==> src/verilog/pkt_macros.svh <==
`ifndef PKT_MACROS_SVH
`define PKT_MACROS_SVH

// ----------------------------------------------------------------------
// packet field widths
// ----------------------------------------------------------------------
`define PKT_PAYLOAD_W  32   // payload bits, serialized as 4 bytes
`define PKT_DEST_W     4    // destination tag

// ----------------------------------------------------------------------
// buffer and status sizing
// ----------------------------------------------------------------------
`define PKT_FIFO_DEPTH 8    // entries, power of two
`define PKT_CNT_W      16   // reject / drop counters, saturating

`endif

==> src/verilog/pkt_pkg.sv <==
`include "pkt_macros.svh"

package pkt_pkg;

  // ----------------------------------------------------------------------
  // opcodes carried with each packet
  // ----------------------------------------------------------------------
  typedef enum logic [1:0] {
    OP_PASS    = 2'd0,  // payload unchanged
    OP_INVERT  = 2'd1,  // all payload bits flipped
    OP_BSWAP   = 2'd2,  // byte order reversed
    OP_DISCARD = 2'd3   // dropped by ingress screening
  } pkt_op_t;

  // ----------------------------------------------------------------------
  // egress serializer states
  // ----------------------------------------------------------------------
  typedef enum logic {
    EG_IDLE = 1'b0,     // waiting for a head entry
    EG_SEND = 1'b1      // shifting out 4 bytes
  } eg_state_t;

  // ----------------------------------------------------------------------
  // buffered packet, 38 bits
  // parity is checked at ingress and not stored
  // ----------------------------------------------------------------------
  typedef struct packed {
    logic [`PKT_DEST_W-1:0]    dest;     // msbs
    pkt_op_t                   op;
    logic [`PKT_PAYLOAD_W-1:0] payload;  // lsbs
  } packet_t;

endpackage

==> src/verilog/fifo_pkt.sv <==
`timescale 1ns/1ps
`include "pkt_macros.svh"

module fifo_pkt
  import pkt_pkg::*;
#(
  parameter int DEPTH = `PKT_FIFO_DEPTH   // power of two
) (
  input  logic    clk,
  input  logic    reset,
  // write side
  input  packet_t din,
  input  logic    wr_en,
  // read side, fall-through
  input  logic    rd_en,
  output packet_t dout,
  // occupancy flags, combinational from pointers
  output logic    full,
  output logic    empty,
  output logic    nearly_full,
  output logic    nearly_empty
);

  localparam int AW = $clog2(DEPTH);   // address bits

  // ----------------------------------------------------------------------
  // storage and pointers
  // ----------------------------------------------------------------------
  packet_t       mem [DEPTH];
  logic [AW:0]   wr_ptr;     // extra msb tracks wrap
  logic [AW:0]   rd_ptr;
  logic [AW-1:0] wr_loc;
  logic [AW-1:0] rd_loc;
  logic [AW:0]   occupancy;  // entries held, 0..DEPTH
  logic          do_write;
  logic          do_read;

  assign wr_loc = wr_ptr[AW-1:0];
  assign rd_loc = rd_ptr[AW-1:0];

  // writes into a full fifo are ignored, same for reads when empty
  assign do_write = wr_en && !full;
  assign do_read  = rd_en && !empty;

  always_ff @(posedge clk or posedge reset) begin
    if (reset) begin
      wr_ptr <= '0;
      rd_ptr <= '0;
    end else begin
      if (do_write) begin
        wr_ptr <= wr_ptr + 1'b1;
      end
      if (do_read) begin
        rd_ptr <= rd_ptr + 1'b1;  // both may move in one cycle
      end
    end
  end

  // memory array, no reset
  always_ff @(posedge clk) begin
    if (do_write) begin
      mem[wr_loc] <= din;
    end
  end

  // head entry always visible
  assign dout = mem[rd_loc];

  // ----------------------------------------------------------------------
  // flags
  // ----------------------------------------------------------------------
  assign occupancy = wr_ptr - rd_ptr;   // modulo 2*DEPTH, fits in AW+1 bits

  // equal pointers -> empty, msb-only difference -> full
  assign empty = (wr_ptr == rd_ptr);
  assign full  = (wr_loc == rd_loc) && (wr_ptr[AW] != rd_ptr[AW]);

  // one slot left / one entry left
  assign nearly_full  = (occupancy == (AW + 1)'(DEPTH - 1));
  assign nearly_empty = (occupancy == (AW + 1)'(1));

endmodule

==> src/verilog/pkt_egress.sv <==
`timescale 1ns/1ps
`include "pkt_macros.svh"

module pkt_egress
  import pkt_pkg::*;
(
  input  logic                   clk,
  input  logic                   reset,
  // fifo head
  input  packet_t                dout,
  input  logic                   empty,
  output logic                   rd_en,
  // byte stream out
  output logic                   out_valid,
  output logic [7:0]             out_byte,
  output logic                   out_first,
  output logic                   out_last,
  output logic [`PKT_DEST_W-1:0] out_dest
);

  eg_state_t                 state;
  logic [`PKT_PAYLOAD_W-1:0] shreg;     // transformed payload, msb byte out
  logic [`PKT_DEST_W-1:0]    dest_q;    // tag held for the whole packet
  logic [1:0]                byte_cnt;  // 3 down to 0
  logic                      take;      // pop head this cycle

  // ----------------------------------------------------------------------
  // opcode transform
  // ----------------------------------------------------------------------
  function automatic logic [`PKT_PAYLOAD_W-1:0] apply_op(
    input pkt_op_t                   op,
    input logic [`PKT_PAYLOAD_W-1:0] data
  );
    logic [`PKT_PAYLOAD_W-1:0] res;
    case (op)
      OP_INVERT: res = ~data;
      OP_BSWAP:  res = {data[7:0], data[15:8], data[23:16], data[31:24]};
      default:   res = data;   // pass; discard never reaches egress
    endcase
    return res;
  endfunction

  // ----------------------------------------------------------------------
  // pop control
  // ----------------------------------------------------------------------
  assign take  = (state == EG_IDLE) && !empty;
  assign rd_en = take;   // single cycle, idle state lasts one cycle per pop

  // ----------------------------------------------------------------------
  // state machine and serializer
  // ----------------------------------------------------------------------
  always_ff @(posedge clk or posedge reset) begin
    if (reset) begin
      state    <= EG_IDLE;
      byte_cnt <= 2'd0;
    end else begin
      case (state)
        EG_IDLE: begin
          if (take) begin
            state    <= EG_SEND;
            byte_cnt <= 2'd3;          // first byte out next cycle
          end
        end
        EG_SEND: begin
          byte_cnt <= byte_cnt - 2'd1;
          if (byte_cnt == 2'd0) begin
            state <= EG_IDLE;          // last byte leaving now
          end
        end
        default: state <= EG_IDLE;
      endcase
    end
  end

  // payload path, loaded on pop and shifted per byte
  always_ff @(posedge clk) begin
    if (take) begin
      shreg  <= apply_op(dout.op, dout.payload);
      dest_q <= dout.dest;
    end else if (state == EG_SEND) begin
      shreg <= {shreg[`PKT_PAYLOAD_W-9:0], 8'h00};   // next byte to top
    end
  end

  // ----------------------------------------------------------------------
  // outputs
  // ----------------------------------------------------------------------
  assign out_valid = (state == EG_SEND);
  assign out_byte  = shreg[`PKT_PAYLOAD_W-1 -: 8];
  assign out_first = out_valid && (byte_cnt == 2'd3);   // byte 3
  assign out_last  = out_valid && (byte_cnt == 2'd0);   // byte 0
  assign out_dest  = dest_q;

endmodule

==> src/verilog/pkt_ingress.sv <==
`timescale 1ns/1ps
`include "pkt_macros.svh"

module pkt_ingress
  import pkt_pkg::*;
(
  input  logic                      clk,
  input  logic                      reset,
  // source side, one strobe per packet
  input  logic                      in_valid,
  input  logic [`PKT_DEST_W-1:0]    in_dest,
  input  pkt_op_t                   in_op,
  input  logic [`PKT_PAYLOAD_W-1:0] in_payload,
  input  logic                      in_parity,
  // fifo side
  input  logic                      full,
  output logic                      wr_en,
  output packet_t                   din,
  // status
  output logic [`PKT_CNT_W-1:0]     reject_count,
  output logic [`PKT_CNT_W-1:0]     drop_count
);

  logic    valid_q;    // registered strobe
  packet_t pkt_q;      // registered fields
  logic    parity_q;   // registered parity bit
  logic    parity_ok;  // even parity over fields + parity bit
  logic    screen_ok;  // passes parity and opcode screen
  logic    reject;
  logic    drop;

  // ----------------------------------------------------------------------
  // input register stage
  // ----------------------------------------------------------------------
  always_ff @(posedge clk or posedge reset) begin
    if (reset) begin
      valid_q <= 1'b0;
    end else begin
      valid_q <= in_valid;
    end
  end

  // fields only load on a strobe
  always_ff @(posedge clk) begin
    if (in_valid) begin
      pkt_q.dest    <= in_dest;
      pkt_q.op      <= in_op;
      pkt_q.payload <= in_payload;
      parity_q      <= in_parity;
    end
  end

  // ----------------------------------------------------------------------
  // screening, on the registered copy
  // ----------------------------------------------------------------------
  assign parity_ok = ~(^{pkt_q, parity_q});         // xor of all bits must be 0
  assign screen_ok = parity_ok && (pkt_q.op != OP_DISCARD);

  assign reject = valid_q && !screen_ok;
  assign drop   = valid_q && screen_ok && full;     // overflow, no room

  // write strobe only for accepted packets with space
  assign wr_en = valid_q && screen_ok && !full;
  assign din   = pkt_q;

  // ----------------------------------------------------------------------
  // saturating counters
  // ----------------------------------------------------------------------
  always_ff @(posedge clk or posedge reset) begin
    if (reset) begin
      reject_count <= '0;
    end else if (reject && (reject_count != '1)) begin
      reject_count <= reject_count + 1'b1;  // stick at max
    end
  end

  always_ff @(posedge clk or posedge reset) begin
    if (reset) begin
      drop_count <= '0;
    end else if (drop && (drop_count != '1)) begin
      drop_count <= drop_count + 1'b1;
    end
  end

endmodule

==> src/verilog/pkt_pipe_top.sv <==
`timescale 1ns/1ps
`include "pkt_macros.svh"

module pkt_pipe_top
  import pkt_pkg::*;
(
  input  logic                      clk,
  input  logic                      reset,
  // packet input
  input  logic                      in_valid,
  input  logic [`PKT_DEST_W-1:0]    in_dest,
  input  pkt_op_t                   in_op,
  input  logic [`PKT_PAYLOAD_W-1:0] in_payload,
  input  logic                      in_parity,
  // byte output
  output logic                      out_valid,
  output logic [7:0]                out_byte,
  output logic                      out_first,
  output logic                      out_last,
  output logic [`PKT_DEST_W-1:0]    out_dest,
  // status
  output logic [`PKT_CNT_W-1:0]     reject_count,
  output logic [`PKT_CNT_W-1:0]     drop_count,
  output logic                      fifo_nearly_full,
  output logic                      fifo_empty
);

  // ----------------------------------------------------------------------
  // inter-stage wires
  // ----------------------------------------------------------------------
  packet_t din;    // ingress -> fifo
  packet_t dout;   // fifo head -> egress
  logic    wr_en;
  logic    rd_en;
  logic    full;

  pkt_ingress pkt_ingress_inst (
    .clk          (clk),
    .reset        (reset),
    .in_valid     (in_valid),
    .in_dest      (in_dest),
    .in_op        (in_op),
    .in_payload   (in_payload),
    .in_parity    (in_parity),
    .full         (full),
    .wr_en        (wr_en),
    .din          (din),
    .reject_count (reject_count),
    .drop_count   (drop_count)
  );

  fifo_pkt #(
    .DEPTH (`PKT_FIFO_DEPTH)
  ) fifo_pkt_inst (
    .clk          (clk),
    .reset        (reset),
    .din          (din),
    .wr_en        (wr_en),
    .rd_en        (rd_en),
    .dout         (dout),
    .full         (full),
    .empty        (fifo_empty),
    .nearly_full  (fifo_nearly_full),
    .nearly_empty ()              // not brought out
  );

  pkt_egress pkt_egress_inst (
    .clk       (clk),
    .reset     (reset),
    .dout      (dout),
    .empty     (fifo_empty),
    .rd_en     (rd_en),
    .out_valid (out_valid),
    .out_byte  (out_byte),
    .out_first (out_first),
    .out_last  (out_last),
    .out_dest  (out_dest)
  );

endmodule

==> config.mk <==
export PLATFORM = sky130hd
export DESIGN_NAME = pkt_pipe_top
export DESIGN_NICKNAME = d
export VERILOG_FILES = /design/src/verilog/pkt_pkg.sv /design/src/verilog/fifo_pkt.sv /design/src/verilog/pkt_egress.sv /design/src/verilog/pkt_ingress.sv /design/src/verilog/pkt_pipe_top.sv
export VERILOG_INCLUDE_DIRS = /design/src /design/src/verilog
export SDC_FILE = /design/constraint.sdc
export NUM_CORES = 1
export LEC_CHECK = 0
export ABC_CLOCK_PERIOD_IN_PS = 6200
export BUFFER_PORTS_ARGS = -buffer_cell sky130_fd_sc_hd__clkbuf_2
export CORE_MARGIN = 4
export CORE_UTILIZATION = 30
export CTS_CLUSTER_DIAMETER = 80
export DETAILED_ROUTE_END_ITERATION = 7
export PLACE_DENSITY_LB_ADDON = 0.2
export SLEW_MARGIN = 20
export SYNTH_ARGS = -nofsm -noshare
export SYNTH_HDL_FRONTEND = slang
export SYNTH_SLANG_ARGS = --single-unit
==> constraint.sdc <==
create_clock -name clk -period 6.2 [get_ports clk]
set_clock_uncertainty 0.15 [all_clocks]
set_input_delay 1.24 -clock clk [delete_from_list [all_inputs] [get_ports clk]]
set_output_delay 1.24 -clock clk [all_outputs]
set_load 0.02 [all_outputs]
# Word level (Yosys, flattened, before mapping)
# Memory sizes are Yosys's and may differ from the RTL's.
# Cells that the tools add are included.
# totals
register_bits,119
ram_bits,304
in_bits,42
memories,1
# classes
addsub,6
eq_ne,11
mux,10
n_bitwise,3
n_reduce_logical,19
# mem_list
memory,depth,width,read_ports,rd_clocked_by_memory_dff,wr,line,text
fifo_pkt_inst.mem,8,38,1,0,1,fifo_pkt.sv:29,packet_t mem [DEPTH];
# ops
operator,n
$mux 32,2
$pmux 32 s2,1
$reduce_xor 39->1,1
$add 16x1->16 const B,2
$ne 16x16->1 const B,2
$not 32->32,1
$logic_and 1x1->1,13
$add 4x1->4 const B,2
$eq 2x2->1 const B,2
$eq 4x3->1 const B,1
$eq 4x4->1,1
$mux 1,4
$ne 2x2->1 const B,2
$pmux 2 s2,1
$sub 4x4->4,1
$eq 3x3->1,1
$logic_not 1->1,3
$eq 2x1->1 const B,1
$logic_not 2->1,1
$mux 2,1
$not 1->1,2
$pmux 1 s2,1
$reduce_bool 2->1,1
$sub 2x1->2 const B,1
$ne 1x1->1,1

# Logic depth before layout (Yosys ltp)
# Gate-level depths: netlist (run 1).
# logic_depth
word_depth,8
ltp_mapped,15

# Hierarchy
# A second synthesis (run 1) with hierarchy kept.
# hier_totals
cells_unflattened,1006
hier_area_um2,17385.4
# modules_own_cells
mod,n_inst,cells_each,area_each_um2,seq_area_each_um2
fifo_pkt,1,580,11965.2,9328.9
pkt_ingress,1,221,3111.7,1996.9
pkt_egress,1,205,2308.5,1156.1

# Worst setup path before layout (run 1)
# No wires, ideal clock.
# synth_timing
path_kind,register -> register
startpoint,register fifo_pkt_inst.rd_ptr[2]
endpoint,"memory fifo_pkt_inst.mem[0][0] in the netlist's numbering, enable pin"
setup_time_ps,528
arrival_time_ps,5685
required_ps,5522
slack_ps,-163
stages_incl_launch_ff,10
path_buffers,2
period_less_slack_ps,6363
cell_sequence,dfrtp_1 -> clkbuf_1 -> clkbuf_1 -> inv_1 -> ha_1 -> nand3_1 -> nand2b_1 -> nor2b_1 -> nand2_1 -> nor4_1
# synth_between
elab_chain_cells,7
# synth_lines
item,line,text
start: declaration,fifo_pkt.sv:31,logic [AW:0] rd_ptr;
start signal: assignment,fifo_pkt.sv:54,rd_ptr <= rd_ptr + 1'b1;
$eq 3x3->1 *,fifo_pkt.sv:76,assign full = (wr_loc == rd_loc) && (wr_ptr[AW] != rd_ptr[AW]);
$logic_and 1x1->1 *,fifo_pkt.sv:76,
$logic_not 1->1 *,"fifo_pkt.sv:42, pkt_ingress.sv:63",
$logic_and 1x1->1,pkt_ingress.sv:63,assign wr_en = valid_q && screen_ok && !full;
$logic_and 1x1->1 *,fifo_pkt.sv:42,assign do_write = wr_en && !full;
$mux 1 *,fifo_pkt.sv:61,if (do_write) begin
$mux 1 (implied by the code) *,fifo_pkt.sv:62,mem[wr_loc] <= din;
end: declaration,fifo_pkt.sv:29,
# Mark *: on every way between the ends. The rest lies on a longest branch, timed or not.

# Final worst setup path (run 1)
# layout_timing
startpoint,register fifo_pkt_inst.rd_ptr[1]
endpoint,output port fifo_nearly_full
# layout_between
elab_chain_cells,2
# layout_lines
item,line,text
$sub 4x4->4,fifo_pkt.sv:72,assign occupancy = wr_ptr - rd_ptr;
$eq 4x3->1,fifo_pkt.sv:79,assign nearly_full = (occupancy == (AW + 1)'(DEPTH - 1));
end: declaration,pkt_pipe_top.sv:24,"output logic fifo_nearly_full,"
# No other way between the ends.

==> results list, run 1 <==
* Fin crit share: between 70% and 80%
- For this design, the slowest cell found on the critical path is dfrtp_4.
- Cells fill between 30% and 40% of the core in the end.
- Maximum clock path buffer count: 3
- The critical path goes through clkinv_1 > ha_1 > a21o_1 > a21oi_1 > xor2_1 > nor4b_1 > clkbuf_2.
- Crit path launch: fifo_pkt_inst.rd_ptr[1]
- Post-synthesis instance area: around 17000 sq um
- Crit-path max FO: 37
- At the end of routability-driven placement, the weighted congestion stood at roughly 0.73.
- The die covers between 60000 and 70000 sq um.
- Result of the run: completed
- The initial utilization of the core area, before any placement, comes to slightly above 30%.
- Cell Rows: slightly below 90
- Clk slew on worst S/H paths: approximately 60 ps
- Clk Tree Root Cell: clkbuf_16
- Total grt overflow: 0
* Number of H-tree levels: 2
- Total Routing Usage GR: 12.6%
- Maximum number of pins on one net before global-route repair: 66
* Final wirelength: approximately 40000 um
- Static Leak: about 7 nW
- Die span in x: 248 um
- Quantity of I/O buffers inserted on ports: 90
- Per-instance average area after synthesis: 17.5 sq um
* Slew HR: 44.2%
* Mapped Nets: ~1.0k
* Number of gates resized after CTS: 0
- Total via count in the routed design: ~8.8k
- STA classifies the critical path endpoint as an output pin.
- Post-synth EDFFs: ~380
- Top area cells in the synthesized netlist: edfxtp_1, mux4_2, dfrtp_1
- Number of failing hold endpoints at the final stage: 0
- Clock latency of the later-clocked register in the worst-skew pair: 580 ps
- In the routed layout, each cell is associated on average with a via count of between 4 and 5.
* Cell area after layout: 20200 sq um
- Hold is met by roughly 340 ps.
- Largest stage delay, worst path: ~840 ps
- For this design the ratio of total power to cell area is 501 nW/um^2.
- Counting every instance in the synthesized netlist gives 990.
- At the end of the flow, the number of nets in the layout was about 1.2k.
- HPWL Detailed: roughly 23000 um
- Wire length of the first global-routing pass: around 60000 um
- In the post-synthesis netlist, the cell with the most instances is edfxtp_1.
- R2r setup slk: approximately 1800 ps
- Startpoint kind of the worst setup timing path: register
- Growth of design area from synthesis to finish: 16.7%
- After synthesis, the most frequently instantiated cells are edfxtp_1, nand2_1, mux4_2.
- Worst min-delay path category: register to register
- For this run, asynchronously set or reset flops after synthesis account for a little over a tenth.
* Final setup violating endpoints: 0
- Num Clock Sinks: about 420
- After layout, the design draws a total of around 10 mW.
* TritonCTS buffer count: 48
- After detailed routing, the average wire length per cell comes to between 20 and 25 um.
- Startpoint of the worst-slack reg-to-reg timing path: fifo_pkt_inst.rd_ptr[1]
- From bottom edge to top edge, the die measures approximately 250 um.
* Worst EP required: ~4800 ps
* Peak supply drop: around 420 uV
- Pins Over Slew Limit: 0
- Remaining antenna violation count: 0
- For this run, design rule violations remaining after detail routing come to 0.
- Placed cell area: about 19000 sq um
* Antenna violations before repair: 0
- Layout cells sized above 1: 26.3%
* Number of global-route vias before repair: 9421
* RSZ-0062 raised after global routing: no
- The number of hold buffers added after CTS was 0.
* Clock tree from TritonCTS: built
* Worst Tran Pin Value: 837 ps
- Antenna fix cells: 0
- Static timing analysis puts the maximum clock frequency at 203 MHz.
- Cell taking the most area after synthesis: edfxtp_1
* Hold_sp: pkt_ingress_inst.drop_count[10]
- In this run the standard cell core region covers around 57000 sq um.
* Most used DFF post-synth: edfxtp_1
- The setup path with the least slack is of type register to output pin.
- In this run, distinct cell masters in the synthesized netlist total between 40 and 50.
- Post-synthesis sequential area ratio: between 70% and 80%
- The Yosys step of the flow raised 0 warnings.
* TritonRoute pass-1 iters: 4
* FILL cells: between 5k and 6k
- The worst path in the final design needs a cycle of just under 5000 ps, including I/O delays and setup.
- Number of placed I/O pins: 91
- Fraction of post-synthesis cell area in the top cell type by area: 65.6%
- At the worst endpoint, the arrival time is roughly 3500 ps.
* Summed negative setup slack over all endpoints: 0 ps
* Count of state elements after synthesis: about 420
- Across the run, the number of max-cap violations was 0.
- Number of DRC violations after detailed-routing iteration 0: around 650
* Worst hold path depth: 1
* Worst R2R Path Depth: 8
* Post-CTS Setup Bufs: 0
## metal layers
metal  global-route usage, %  vias to the layer above  part of all wire [%]
li1                        -                     4055                     -
met1                    18.2                     4534                    48
met2                    19.7                      151                    46
met3                    1.94                       48                   4.1
met4                    4.17                        0                   2.2
met5                       0                        -                     0
## final cells by class
cell class              count  area (sq um)  share of cell area, %
clock inverters            30           275                   1.36
clock buffers              59          1260                   6.24
repair buffers            112           616                   3.04
inverters                  11          42.5                  0.210
multi-input cells         500          4610                   22.8
well taps                 756           946                   4.67
flip-flops and latches    423         12500                   61.7
## placed cells by master, fill, tap and decap left out, types with 10 or more instances in the layout
| cell | netlist | layout |
|---|---|---|
| edfxtp_1 | 379 | 379 |
| nand2_1 | 134 | 134 |
| clkbuf_2 | 0 | 90 |
| mux4_2 | 76 | 76 |
| clkbuf_16 | 0 | 49 |
| xnor2_1 | 48 | 48 |
| dfrtp_1 | 44 | 41 |
| mux2_2 | 27 | 27 |
| o21ai_0 | 25 | 25 |
| mux2i_1 | 25 | 25 |
| xor2_1 | 23 | 23 |
| buf_4 | 8 | 22 |
| nand4_1 | 20 | 20 |
| nand3_1 | 15 | 15 |
| clkinv_1 | 1 | 14 |
| and3_1 | 13 | 13 |
| a211oi_1 | 12 | 12 |
| a21oi_1 | 10 | 10 |
| ha_1 | 11 | 10 |
| clkbuf_1 | 27 | 10 |
## worst paths after layout
check                                                       end
min in group asynchronous             pkt_egress_inst.out_valid
worst max-delay path                           fifo_nearly_full
worst max register to register         fifo_pkt_inst.mem[5][16]
worst min-delay path            pkt_ingress_inst.drop_count[10]
worst min register to register  pkt_ingress_inst.drop_count[10]
max in group asynchronous               fifo_pkt_inst.rd_ptr[1]
## cell families (layout without fill, tap and decap cells)
family          Yosys count  after routing  synth area share, %
buf+inv                  67            212                 1.75
fa+ha+maj                12             12                0.909
compound gates           63             63                 2.37
flops                   423            423                 72.0
simple gates            222            222                 5.93
mux                     130            130                 13.2
xor+xnor                 73             73                 3.87
## sequential cells by signal (all words and copies together) (netlist names)
register	cells
fifo_pkt_inst.rd_ptr	4
pkt_ingress_inst.reject_count	16
pkt_ingress_inst.drop_count	16
pkt_ingress_inst.valid_q	1
pkt_egress_inst.shreg	32
pkt_ingress_inst.parity_q	1
pkt_egress_inst.out_dest	4
pkt_egress_inst.out_valid	1
fifo_pkt_inst.wr_ptr	4
fifo_pkt_inst.mem	304
pkt_egress_inst.byte_cnt	2
pkt_ingress_inst.din	38
## critical path, delay by kind of cell (launching register included)
kind / cells / cell delay [ps]
buf+inv: 2 / 850
flops: 1 / 840
fa+ha+maj: 1 / 480
simple gates: 1 / 370
compound gates: 2 / 320
xor+xnor: 1 / 90
## report_power, final
group | switching, mW | internal (mW)
clock | 1.12 | 1.65
combinational | 2.00 | 1.34
sequential | 0.359 | 3.68
## per-stage QoR
| step | cells | setup WS, ps |
|---|---|---|
| 3_3_place_gp | 1802 | 1660 |
| 2_1_floorplan | 990 | 837 |
| 6_report | 1891 | 1270 |
| 5_1_grt | 1891 | 910 |
| 3_5_place_dp | 1802 | 1610 |
| 4_1_cts | 1891 | 1100 |
Note: power is estimated with default switching activity, not from simulation.
==> inputs of run 2 (changes only) <==
ABC_AREA = 1   (was unset)
ABC_CLOCK_PERIOD_IN_PS = 5000   (was 6200)
clock period = 5 ns   (was 6.2 ns; I/O delays follow)
==> run 2 against run 1 <==
Global-route usage grew 1.5 points. Critical path type unchanged. Synthesized cell count grew 67%. Highest routed layer unchanged. First-iteration DRC count grew 60%. Flip-flop and latch count is the same. Register-to-register slack lost 820 ps. Hold slack gained 10 ps. Clock power grew 18%. Power grew 19%.
==> results list, run 2 <==
- Crit-path max FO: 64
* Die span in x: roughly 260 um
- Total via count in the routed design: approximately 12k
- In this run the post-CTS setup repair buffer count came out at 0.
- Summed over its instances, the top area cell type makes up approximately 62% of the synthesized netlist area.
- Total die area: between 60000 and 70000 sq um
- Clock latency of the later-clocked register in the worst-skew pair: between 500 and 600 ps
- Fin crit share: between 80% and 90%
- Fraction of registers with async set/reset: about a tenth
* Maximum clock path buffer count: 3
* Crit path time final: 4370 ps
- Worst EP required: roughly 3900 ps
- Height of the die: 256 um
* YS warnings: 0
- Final wirelength: between 40000 and 50000 um
- Slew HR: between 40% and 50%
- The tightest min-delay check is of the input pin to async pin type.
* Pwr dens: between 500 and 600 nW/um^2
- In this run, post-CTS repair resized a total of 0 instances.
- Maximum number of pins on one net before global-route repair: 73
- Peak supply drop: roughly 330 uV
- In this run the cell area of the synthesized design comes to 18400 sq um.
* Worst Path Class, Setup: register to output pin
* Number of placed I/O pins: a little over 90
* Achievable frequency: approximately 230 MHz
* Cell area after layout: 21200 sq um
- RSZ-0062 raised after global routing: no
- Count of state elements after synthesis: 423
* Post-synthesis sequential area ratio: about two thirds
- Most instantiated cells after synthesis: edfxtp_1, nand2_1, nor2_1
* Quantity of I/O buffers inserted on ports: 90
- Cell Rows: 90
- After synthesis, the netlist uses 43 different library cells.
* Quantity of hold-fixing buffers added after cts: 0
* Antenna fix cells: 0
* Num Clock Sinks: between 400 and 500
- Placed cell area: 19800 sq um
* Crit path launch: fifo_pkt_inst.rd_ptr[0]
- The count of pins over their slew limit came to 0.
* Number of standard cells in the final layout excluding fillers: roughly 2.5k
- The number of hold-slack violations in the final timing report was 0.
- TritonCTS buffer count: approximately 50
- By area the synthesized netlist is led by edfxtp_1, nand2_1, dfrtp_1.
- In this run the clock root is driven by a clkbuf_16.
* Number of DRC violations after detailed-routing iteration 0: slightly above 1k
* Growth of design area from synthesis to finish: 15.2%
- The via count of the first global-routing pass was 11.7k.
- For the pin with the worst max-slew slack, the measured transition is slightly below 800 ps.
- Startpoint kind of the worst setup timing path: register
- The number of antenna violations at the first check in global routing was 0.
* Endpoint class of the critical path: output pin
* Remaining antenna violation count: 0
* Data arrival, critical path: 3220 ps
* Number of flip-flops under the largest register name: around 300
* Cell taking the most area after synthesis: edfxtp_1
- The most used flip-flop cell after synthesis is edfxtp_1.
* Top library cells by usage in the layout, fill and taps aside: edfxtp_1, nand2_1, nor2_1, o21ai_0, clkbuf_2
- For this run, design rule violations remaining after detail routing come to 0.
* Commonest non-fill, non-tap cell in the layout: edfxtp_1
* Wire length of the first global-routing pass: 72400 um
- Maximum capacitance violations: 0
- Result of the run: completed
- For this run, the post-layout net count is roughly 1.8k.
* Post-synth EDFFs: roughly 380
- After detailed routing, the number of vias per cell comes to 4.82.
* Layout cells sized above 1: 13.2%
* Clk slew on worst S/H paths: 60 ps
* Per-instance average area after synthesis: 11.2 sq um
- Utilization of the core after routing: approximately a third
* Most numerous cell in the Yosys netlist: edfxtp_1
- Area inside the core boundary: ~60000 sq um
- Number of placed instances, taps included: between 2k and 2.5k
- For this configuration, the core starts out at a cell density of 30.4%.
* Final setup violating endpoints: 0
- Across every metal layer, demand over resource in global routing totals 14.2%.
- HPWL Detailed: ~28000 um
- After technology mapping, the gate count stands at about 1.6k.
- The startpoint identified for the worst register-to-register timing path is fifo_pkt_inst.rd_ptr[0].
- TritonRoute pass-1 iters: 5
* Clock tree from TritonCTS: built
- At the end of routability-driven placement, the weighted congestion stood at around 0.79.
- In this run the number of H-tree levels came out at 2.
- Total grt overflow: 0
* Static Leak: 7.93 nW
- The number of nets in the synthesized netlist is around 1.7k.
- Post-detailed-route wirelength per cell: around 19 um
- More flip-flops sit in one register than any other, and that register is fifo_pkt_inst.mem.
-- run 2: cells by family (layout without fill, tap and decap cells) --
family | count (synthesis) | after routing | synth area share [%]
XOR/XNOR | 47 | 47 | 2.27
adder cells (fa/ha/maj) | 12 | 12 | 0.855
flip-flops | 423 | 423 | 67.7
AO/OA/AOI/OAI | 350 | 350 | 10.6
AND/OR/NAND/NOR | 625 | 625 | 14.2
buffers and inverters | 192 | 306 | 4.37
-- run 2: worst paths after layout --
check / endpoint / slack [ps] / depth (start not counted)
setup / recovery: fifo_nearly_full / 630 / 7
hold / removal: pkt_ingress_inst.reject_count[3] / 350 / 2
min in group clk: pkt_egress_inst.shreg[8] / 370 / 2
max in group asynchronous: fifo_pkt_inst.rd_ptr[0] / 3610 / 3
hold reg to reg: pkt_egress_inst.shreg[8] / 370 / 2
setup reg to reg: pkt_egress_inst.shreg[27] / 990 / 10
-- run 2: layer usage --
layer,part of all wire (%),up-vias,track usage (%)
li1,-,5943,-
met4,2.5,0,4.65
met1,46,5986,19.4
met5,0,-,0
met3,5.0,77,2.65
met2,47,263,22.9
-- run 2: critical path: stages (launching register included) --
cell,delay [ps]
dfrtp_4,870
buf_4,440
ha_1,210
inv_1,60
fa_1,470
inv_1,40
nor4_1,300
clkbuf_2,230
-- run 2: per-stage QoR --
stage	setup TNS (ps)	total power, mW	hold slack, ps	setup slack (ps)
final	0	12.1	350	627
after global placement	0	8.85	351	1030
after CTS	0	12.2	339	525
after global routing	0	12.9	383	353
after detailed placement	0	8.90	353	977
after floorplan	-54570	7.53	315	-479
-- run 2: area by class of cell --
type | instances | area [sq um]
timing repair buffer | 117 | 728
clock buffer | 57 | 1260
inverter | 101 | 384
fill | 5983 | 39400
tap | 782 | 978
multi-input combinational | 1034 | 5190
sequential | 423 | 12500
clock inverter | 31 | 209
-- run 2: report_power, final --
group	switching, mW	internal [mW]	leakage (nW)
Sequential	0.316	4.33	4.12
Combinational	2.98	1.18	3.08
Clock	1.40	1.90	0.727
Total	4.69	7.40	7.93
